### config.mk
export PLATFORM = sky130hd
export DESIGN_NAME = ex_stage_top
export DESIGN_NICKNAME = d
export VERILOG_FILES = /design/src/hdl/isa_pkg.sv /design/src/hdl/pipe_pkg.sv /design/src/hdl/alu.sv /design/src/hdl/ex_stage_top.sv /design/src/hdl/exu.sv /design/src/hdl/imm_gen.sv
export SDC_FILE = /design/constraint.sdc
export NUM_CORES = 1
export LEC_CHECK = 0
export BUFFER_PORTS_ARGS = -buffer_cell sky130_fd_sc_hd__buf_4
export CAP_MARGIN = 20
export CORE_ASPECT_RATIO = 1.25
export CORE_MARGIN = 2
export CORE_UTILIZATION = 35
export DETAILED_ROUTE_END_ITERATION = 10
export HOLD_SLACK_MARGIN = 0.12
export PLACE_DENSITY_LB_ADDON = 0.25
export SKIP_CTS_REPAIR_TIMING = 1
export SLEW_MARGIN = 20
export SYNTH_ARGS = -nofsm -noshare
export SYNTH_HDL_FRONTEND = slang
export SYNTH_HIERARCHICAL = 1
export SYNTH_SLANG_ARGS = --single-unit
export TNS_END_PERCENT = 5
### constraint.sdc
create_clock -name clk -period 5.6 [get_ports clk]
set_clock_uncertainty 0.1 [all_clocks]
set_input_delay 1.12 -clock clk [delete_from_list [all_inputs] [get_ports clk]]
set_output_delay 1.12 -clock clk [all_outputs]
set_load 0.01 [all_outputs]
### src/hdl/isa_pkg.sv
package isa_pkg;

    // immediate layouts, one per instruction format family.
    typedef enum logic [1:0] {
        imm_i12 = 2'd0,
        imm_u20 = 2'd1,
        imm_j20 = 2'd2,
        imm_u5  = 2'd3
    } imm_kind_e;

    // codes 11 to 15 are left free and give a zero result.
    typedef enum logic [3:0] {
        alu_add    = 4'd0,
        alu_sub    = 4'd1,
        alu_and    = 4'd2,
        alu_or     = 4'd3,
        alu_xor    = 4'd4,
        alu_sll    = 4'd5,
        alu_srl    = 4'd6,
        alu_sra    = 4'd7,
        alu_slt    = 4'd8,
        alu_sltu   = 4'd9,
        alu_pass_b = 4'd10
    } alu_op_e;

    // the fourth code is unused and selects zero.
    typedef enum logic [1:0] {
        src1_reg  = 2'd0,
        src1_pc   = 2'd1,
        src1_zero = 2'd2
    } src1_sel_e;

    typedef enum logic [1:0] {
        src2_imm  = 2'd0,
        src2_rs2  = 2'd1,
        src2_csr  = 2'd2,
        src2_zero = 2'd3
    } src2_sel_e;

endpackage

### src/hdl/pipe_pkg.sv
package pipe_pkg;

    typedef logic [31:0] word_t;
    typedef logic [4:0]  reg_addr_t;
    typedef logic [2:0]  funct3_t;
    typedef logic [3:0]  csr_wen_t;

    // bundle handed over by the decode stage.
    typedef struct packed {
        word_t               pc;
        csr_wen_t            csr_wen;
        logic                reg_wen;
        logic                mem_wen;
        logic                mem_ren;
        reg_addr_t           rd;
        funct3_t             funct3;
        word_t               imm;
        isa_pkg::imm_kind_e  imm_kind;
        isa_pkg::alu_op_e    alu_op;
        logic                inv_flag;
        logic                jump_flag;
        isa_pkg::src1_sel_e  src1_sel;
        isa_pkg::src2_sel_e  src2_sel;
        word_t               rs1_value;
        word_t               rs2_value;
        word_t               csr_value;
    } id_ex_t;

    // bundle handed on to the memory stage.
    // result doubles as the jump target when jump_flag is set.
    typedef struct packed {
        logic                jump_flag;
        funct3_t             funct3;
        word_t               rs2_value;
        reg_addr_t           rd;
        word_t               csr_value;
        csr_wen_t            csr_wen;
        logic                reg_wen;
        logic                mem_wen;
        logic                mem_ren;
        word_t               pc;
        word_t               result;
    } ex_mem_t;

endpackage

### src/hdl/alu.sv
`timescale 1ns/10ps

module alu
    import isa_pkg::*;
#(
    parameter int BW = 32
) (
    input  logic [BW-1:0] a,
    input  logic [BW-1:0] b,
    input  alu_op_e       op,
    output logic [BW-1:0] res
);

    localparam int SHW = $clog2(BW);

    logic [SHW-1:0] shamt;
    logic           lt_signed;
    logic           lt_unsigned;

    // only the low bits of b count as a shift amount.
    assign shamt = b[SHW-1:0];

    assign lt_signed   = $signed(a) < $signed(b);
    assign lt_unsigned = a < b;

    always_comb begin
        case (op)
            alu_add: begin
                res = a + b;
            end
            alu_sub: begin
                res = a - b;
            end
            alu_and: begin
                res = a & b;
            end
            alu_or: begin
                res = a | b;
            end
            alu_xor: begin
                res = a ^ b;
            end
            alu_sll: begin
                res = a << shamt;
            end
            alu_srl: begin
                res = a >> shamt;
            end
            alu_sra: begin
                res = $unsigned($signed(a) >>> shamt);
            end
            alu_slt: begin
                res = {{(BW-1){1'b0}}, lt_signed};
            end
            alu_sltu: begin
                res = {{(BW-1){1'b0}}, lt_unsigned};
            end
            alu_pass_b: begin
                // used by lui and by CSR reads.
                res = b;
            end
            default: begin
                res = '0;
            end
        endcase
    end

endmodule

### src/hdl/ex_stage_top.sv
`timescale 1ns/10ps

module ex_stage_top
    import pipe_pkg::*;
#(
    parameter int BW = 32
) (
    input  logic    clk,
    input  logic    rst_n,
    input  logic    in_valid,
    input  id_ex_t  in_bundle,
    output logic    out_valid,
    output ex_mem_t out_bundle
);

    id_ex_t  id_ex_q;
    logic    id_valid_q;
    ex_mem_t ex_mem_d;

    // input register. The bundle only moves on a valid cycle.
    always_ff @(posedge clk or negedge rst_n) begin
        if (!rst_n) begin
            id_valid_q <= 1'b0;
            id_ex_q    <= '0;
        end else begin
            id_valid_q <= in_valid;
            if (in_valid) begin
                id_ex_q <= in_bundle;
            end
        end
    end

    exu #(
        .BW (BW)
    ) u_exu (
        .id_ex  (id_ex_q),
        .ex_mem (ex_mem_d)
    );

    // output register. out_bundle holds its last value through bubbles.
    always_ff @(posedge clk or negedge rst_n) begin
        if (!rst_n) begin
            out_valid  <= 1'b0;
            out_bundle <= '0;
        end else begin
            out_valid <= id_valid_q;
            if (id_valid_q) begin
                out_bundle <= ex_mem_d;
            end
        end
    end

endmodule

### src/hdl/exu.sv
`timescale 1ns/10ps

module exu
    import isa_pkg::*;
    import pipe_pkg::*;
#(
    parameter int BW = 32
) (
    input  id_ex_t  id_ex,
    output ex_mem_t ex_mem
);

    word_t imm_value;
    word_t op_a;
    word_t op_b;
    word_t alu_res;
    word_t result;

    imm_gen u_imm_gen (
        .imm       (id_ex.imm),
        .imm_kind  (id_ex.imm_kind),
        .imm_value (imm_value)
    );

    // the unused select code falls through to zero.
    always_comb begin
        case (id_ex.src1_sel)
            src1_reg: begin
                op_a = id_ex.rs1_value;
            end
            src1_pc: begin
                op_a = id_ex.pc;
            end
            default: begin
                op_a = '0;
            end
        endcase
    end

    always_comb begin
        case (id_ex.src2_sel)
            src2_imm: begin
                op_b = imm_value;
            end
            src2_rs2: begin
                op_b = id_ex.rs2_value;
            end
            src2_csr: begin
                op_b = id_ex.csr_value;
            end
            default: begin
                op_b = '0;
            end
        endcase
    end

    alu #(
        .BW (BW)
    ) u_alu (
        .a   (op_a),
        .b   (op_b),
        .op  (id_ex.alu_op),
        .res (alu_res)
    );

    // bne and bge reuse the eq and lt compares by flipping bit 0.
    assign result = {alu_res[31:1], alu_res[0] ^ id_ex.inv_flag};

    assign ex_mem.jump_flag = id_ex.jump_flag;
    assign ex_mem.funct3    = id_ex.funct3;
    assign ex_mem.rs2_value = id_ex.rs2_value;
    assign ex_mem.rd        = id_ex.rd;
    assign ex_mem.csr_value = id_ex.csr_value;
    assign ex_mem.csr_wen   = id_ex.csr_wen;
    assign ex_mem.reg_wen   = id_ex.reg_wen;
    assign ex_mem.mem_wen   = id_ex.mem_wen;
    assign ex_mem.mem_ren   = id_ex.mem_ren;
    assign ex_mem.pc        = id_ex.pc;
    assign ex_mem.result    = result;

endmodule

### src/hdl/imm_gen.sv
`timescale 1ns/10ps

module imm_gen
    import isa_pkg::*;
    import pipe_pkg::*;
(
    input  word_t     imm,
    input  imm_kind_e imm_kind,
    output word_t     imm_value
);

    word_t imm_i12_sx;
    word_t imm_j20_sx;

    // sign extension from the top bit of each signed field.
    assign imm_i12_sx = {{20{imm[11]}}, imm[11:0]};
    assign imm_j20_sx = {{12{imm[19]}}, imm[19:0]};

    // bits above each field are ignored.
    always_comb begin
        case (imm_kind)
            imm_i12: begin
                imm_value = imm_i12_sx;
            end
            imm_u20: begin
                imm_value = {imm[19:0], 12'd0};
            end
            imm_j20: begin
                // jump offsets are stored in half-word units.
                imm_value = {imm_j20_sx[30:0], 1'b0};
            end
            imm_u5: begin
                imm_value = {27'd0, imm[4:0]};
            end
            default: begin
                imm_value = '0;
            end
        endcase
    end

endmodule

==> flow_metrics.tcl, run 1 <==
set metrics [dict create \
    setup_viol 0 \
    syn_inst 2318 \
    firstDrtPassIters 6 \
    die-area_um2 70400 \
    synth_area_um2 23900 \
    place_area_um2 26800 \
    post-route-min-period_ps 5170 \
    dp_cells 3361 \
    clk-insertion-delay-late_ps 560 \
    crit_fanout 34 \
    rsz0062_at_grt "false" \
    cp-end-kind "register" \
    setup_tns_ps 0 \
    p_leak_nw 12.7 \
    drt_iter0_drc 1608 \
    final_core_util_pct 41.2 \
    post_drt_wl_per_cell_um 25.7 \
    routed_via_density 5.65 \
    syn2layout_area_growth_pct 17.2 \
    drv_slew 0 \
    gp_congestion 0.991 \
    max_cap_violations 0 \
    cp_slowest_cell "fa_1" \
    path_cells "buf_12, nor2b_4, nor3b_1, mux2i_1, o2bb2ai_4, ha_1, fa_1, o21ba_1, nor4_1, buf_4, o31ai_2, buf_4, a211oi_1, nor2_1, a211o_1, a21oi_1, o21ai_0, buf_4, a22oi_1, o31ai_1, xor2_1, buf_4, mux2_4" \
    drt_wl_total_mm 88.2 \
    hold_ws_ps 403 \
    slew_headroom_pct 31.4 \
    grt_pass1_vias 19500 \
    max_stage_delay_ps 420 \
    grt_pass1_wl_mm 130 \
    hpwl_mm 67.0 \
    cp_data_arrival_time_ps 5510 \
    ir_drop_v 0.000232 \
    grt_overflow 0 \
    fmax_mhz 193 \
    drive_above_1_share_pct 35.7 \
    cts_buffers 37 \
    dieWidth_um 238 \
    hold_viol 0 \
    drc 0 \
    worstSetupPathType "register to register" \
    clockBufferDepth 3 \
    grt_max_degree 110 \
    powerDensity_nw_per_um2 339 \
    required_ps 5940 \
    r2r_slack_ps 430 \
    vias 19400 \
    ant_nets 0 \
    hp-class "register to register" \
    fin_crit_sh_pct 92.3 \
    h-tree-depth 2 \
    die_h_um 296 \
    core_um2 67900 \
    ios 335 \
    fin_nets 2821 \
    final_cell_area_um2 28000 \
    num_antenna_cells 0 \
    grtUsageTotal_pct 24.7 \
    cts.sinks 321 \
    initial_core_util_pct 35.2 \
    antenna_found_initial 1 \
    cts_tree "done" \
    status "finished clean" \
    synth_area_per_cell_um2 10.3 \
    tightest_slew_ps 1030 \
    syn_nets 2611 \
    start_kind "register" \
    clkSlewWorstSetupHoldPaths_ps 60 \
    ys_warn_count 6 \
    final_cells 3428 \
    ctsRootBufferMaster "clkbuf_16" \
    io_buffers 322 \
    cpMostUsedCell "buf_4" \
    placementRows 107 \
]
state kept, by name (all words and copies together) (netlist names):
signal / cells
id_ex_q: 175
out_bundle: 144
out_valid: 1
id_valid_q: 1
per-layer routing:
metal	part of all wire [%]	wire length, um	track usage [%]
met2	48	42500	41.9
met4	6.0	5270	13.1
met3	7.0	6140	4.73
met5	0.018	16	0
met1	39	34200	29.7
final timing paths:
kind / start / endpoint / depth (start not counted)
max: id_ex_q[107] / out_bundle[0] / 23
min: id_ex_q[150] / out_bundle[66] / 1
max reg2reg: id_ex_q[107] / out_bundle[0] / 23
min reg2reg: id_ex_q[150] / out_bundle[66] / 1
max in group asynchronous: rst_n / out_bundle[91] / 2
min in group asynchronous: rst_n / id_ex_q[143] / 1
power by group:
group          internal [mW]  switching, mW  leakage (nW)  total (mW)
Clock                   1.39           1.05         0.594        2.44
Combinational           1.80           2.34          8.26        4.14
Sequential              2.65          0.271          3.79        2.92
Total                   5.85           3.65          12.7        9.50
per-stage QoR:
step                power, mW  worst slack [ps]
finish                   9.50               429
global route             10.0               203
CTS                      9.55               484
detailed placement       7.05               501
global placement         7.01               554
floorplan                5.50               686
critical path: cells and delay by family (launching register included):
kind            cells  cell delay, ps
xor+xnor            1             220
mux                 2             470
buf+inv             5             880
fa+ha+maj           2             650
compound gates      9            1620
flops               1             400
simple gates        4             680
layout by cell type, fill, tap and decap left out, types with 11 or more instances in the layout:
cell type	count
buf_4	444
dfrtp_1	318
nor2_1	202
mux2_4	179
mux2_2	145
a21oi_1	126
mux2i_1	121
o21ai_0	116
nand2_1	103
ha_1	101
inv_1	89
clkbuf_16	37
o2bb2ai_1	35
mux4_2	33
nand3_1	31
o21ai_1	28
nor3_1	26
xnor2_1	25
o211ai_1	22
a22oi_1	21
or3_1	18
o21bai_1	16
a221oi_1	16
a31oi_1	15
a211oi_1	14
nand2b_1	13
a21o_1	13
o31ai_1	11
layout make-up:
| cell class | count | area, um^2 |
|---|---|---|
| Tap cell | 872 | 1090 |
| Timing Repair Buffer | 455 | 3540 |
| Clock buffer | 54 | 1070 |
| Inverter | 96 | 360 |
| Clock inverter | 13 | 144 |
| Multi-Input combinational cell | 1617 | 13700 |
| Sequential cell | 321 | 8040 |
| Fill cell | 6504 | 39900 |
(Power assumes the default switching activity.)
==> inputs of run 2 (changes only) <==
Settings changed: ABC_AREA from default to 1.
==> run 2 against run 1 <==
Highest routed layer is now met4; sequential power decreased by 4%; worst setup slack improved by 740 ps; first-iteration DRC count increased by 48%; via count increased by 34%; global-route usage increased by 2.7 points; worst hold slack got worse by 34 ps; sequential share of layout area decreased by 0.38 points; wire length increased by 16%; utilization decreased by 1.7 points; flip-flop and latch count unchanged; die area increased by 5.5%; cell count increased by 47%.
==> flow_metrics.tcl, run 2 <==
set metrics [dict create \
    grt_overflow 0 \
    die-area_um2 74200 \
    drive_above_1_share_pct 12.0 \
    placementRows 110 \
    powerDensity_nw_per_um2 315 \
    final_common_cell "nand2_1" \
    vias 25900 \
    initial_core_util_pct 35.2 \
    ant_nets 0 \
    final_core_util_pct 39.5 \
    slew_headroom_pct 23.8 \
    worstSetupPathType "register to register" \
    fin_nets 4366 \
    ios 335 \
    firstDrtPassIters 6 \
    clockBufferDepth 3 \
    cp-end-kind "register" \
    ctsRootBufferMaster "clkbuf_16" \
    top_regs "id_ex_q x175, out_bundle x144" \
    cts_tree "done" \
    dp_slack_ps 1330 \
    io_buffers 322 \
    status "finished clean" \
    grt_pass1_wl_mm 155 \
    drc 0 \
    post-route-min-period_ps 4430 \
    setup_tns_ps 0 \
    cp_slowest_cell "dfrtp_1" \
    final_cell_mix "nand2_1 (1847), nand3_1 (569), buf_4 (371)" \
    rsz0062_at_grt "false" \
    synth_area_um2 25200 \
    h-tree-depth 2 \
    fin_total_pwr_mw 8.94 \
    synth_area_per_cell_um2 6.35 \
    hpwl_mm 78.8 \
    min_from "out_bundle[14]" \
    p_leak_nw 15.8 \
    clk-insertion-delay-late_ps 570 \
    cp_data_arrival_time_ps 4770 \
    syn_inst 3975 \
    die_h_um 304 \
    crit_fanout 37 \
    multi_input_area_um2 13800 \
    syn_nets 4268 \
    grtUsageTotal_pct 27.3 \
    nFillCells 7881 \
    worstSetupStartpoint "id_ex_q[107]" \
    path_cells "inv_2, nand2_2, nand2_1, nor2_1, nand2_1, nand3_1, buf_4, inv_4, nand2_1, nand3_1, nand3_1, nand2_1, nand2_1, nand2_1, nand2_1, nand3_1, nor2_1, nand3_1, nand2_1, nand2_1" \
    cpMostUsedCell "nand2_1" \
    r2r-start "id_ex_q[107]" \
    ys_warn_count 6 \
    required_ps 5940 \
    largest_reg_flops 175 \
    regMostFlops "id_ex_q" \
    max_cap_violations 0 \
    drt_iter0_drc 2386 \
    routed_via_density 5.13 \
    fin_crit_sh_pct 79.1 \
    antenna_found_initial 1 \
    fmax_mhz 226 \
    drv_slew 0 \
    post_drt_wl_per_cell_um 20.3 \
    core_um2 71700 \
    hp-class "register to register" \
    drt_wl_total_mm 102 \
    syn2layout_area_growth_pct 12.4 \
    cts.sinks 321 \
    dieWidth_um 244 \
    grt_pass1_vias 25000 \
    setup_slack_ps 1170 \
    start_kind "register" \
    cts_buffers 36 \
    tightest_slew_ps 1140 \
    grt_max_degree 119 \
    setup_viol 0 \
    hold_viol 0 \
    ir_drop_v 0.000225 \
    gp_congestion 1.02 \
    seq_area_um2 8040 \
    max_stage_delay_ps 750 \
    clkSlewWorstSetupHoldPaths_ps 60 \
]
run 2: layer usage:
metal  vias to the layer above  global-route usage, %  wire, um
met3                       227                   3.63      6050
met1                     12100                   34.1     41400
met5                         -                      0         0
li1                      12600                      -         -
met4                         0                   18.4      8310
met2                       946                   44.0     46700
run 2: stage by stage:
step           cells  area (um^2)  hold slack [ps]
3_5_place_dp    4987        27100              358
3_3_place_gp    4987        27100              354
6_report        5052        28300              369
4_1_cts         5051        28300              374
2_1_floorplan   3975        25200              255
5_1_grt         5052        28300              391
run 2: path summary, 6_finish.rpt:
check / endpoint / slack [ps] / cells after the start
hold reg to reg: out_bundle[14] / 370 / 2
setup reg to reg: out_bundle[19] / 1170 / 20
setup / recovery: out_bundle[19] / 1170 / 20
max in group asynchronous: id_valid_q / 3840 / 2
hold / removal: out_bundle[14] / 370 / 2
min in group asynchronous: id_ex_q[152] / 400 / 1
run 2: layout make-up:
| cell class | instances | share of cell area, % |
|---|---|---|
| timing repair buffer | 375 | 10.1 |
| sequential | 321 | 28.4 |
| multi-input combinational | 3026 | 48.9 |
| inverter | 313 | 4.18 |
| tap | 952 | 4.20 |
| clock inverter | 12 | 0.702 |
| clock buffer | 52 | 3.64 |
| antenna | 1 | 0.00883 |
run 2: report_power, final:
group / leakage [nW] / internal (mW) / total, mW / switching (mW)
Sequential: 3.98 / 2.58 / 2.80 / 0.219
Combinational: 11.2 / 1.10 / 3.60 / 2.50
Clock: 0.598 / 1.48 / 2.53 / 1.05
run 2: critical path, delay by kind of cell, from the launching register on:
| family | cells | cell delay (ps) |
|---|---|---|
| buffers and inverters | 3 | 1030 |
| flip-flops | 1 | 750 |
| AND/OR/NAND/NOR | 17 | 2390 |
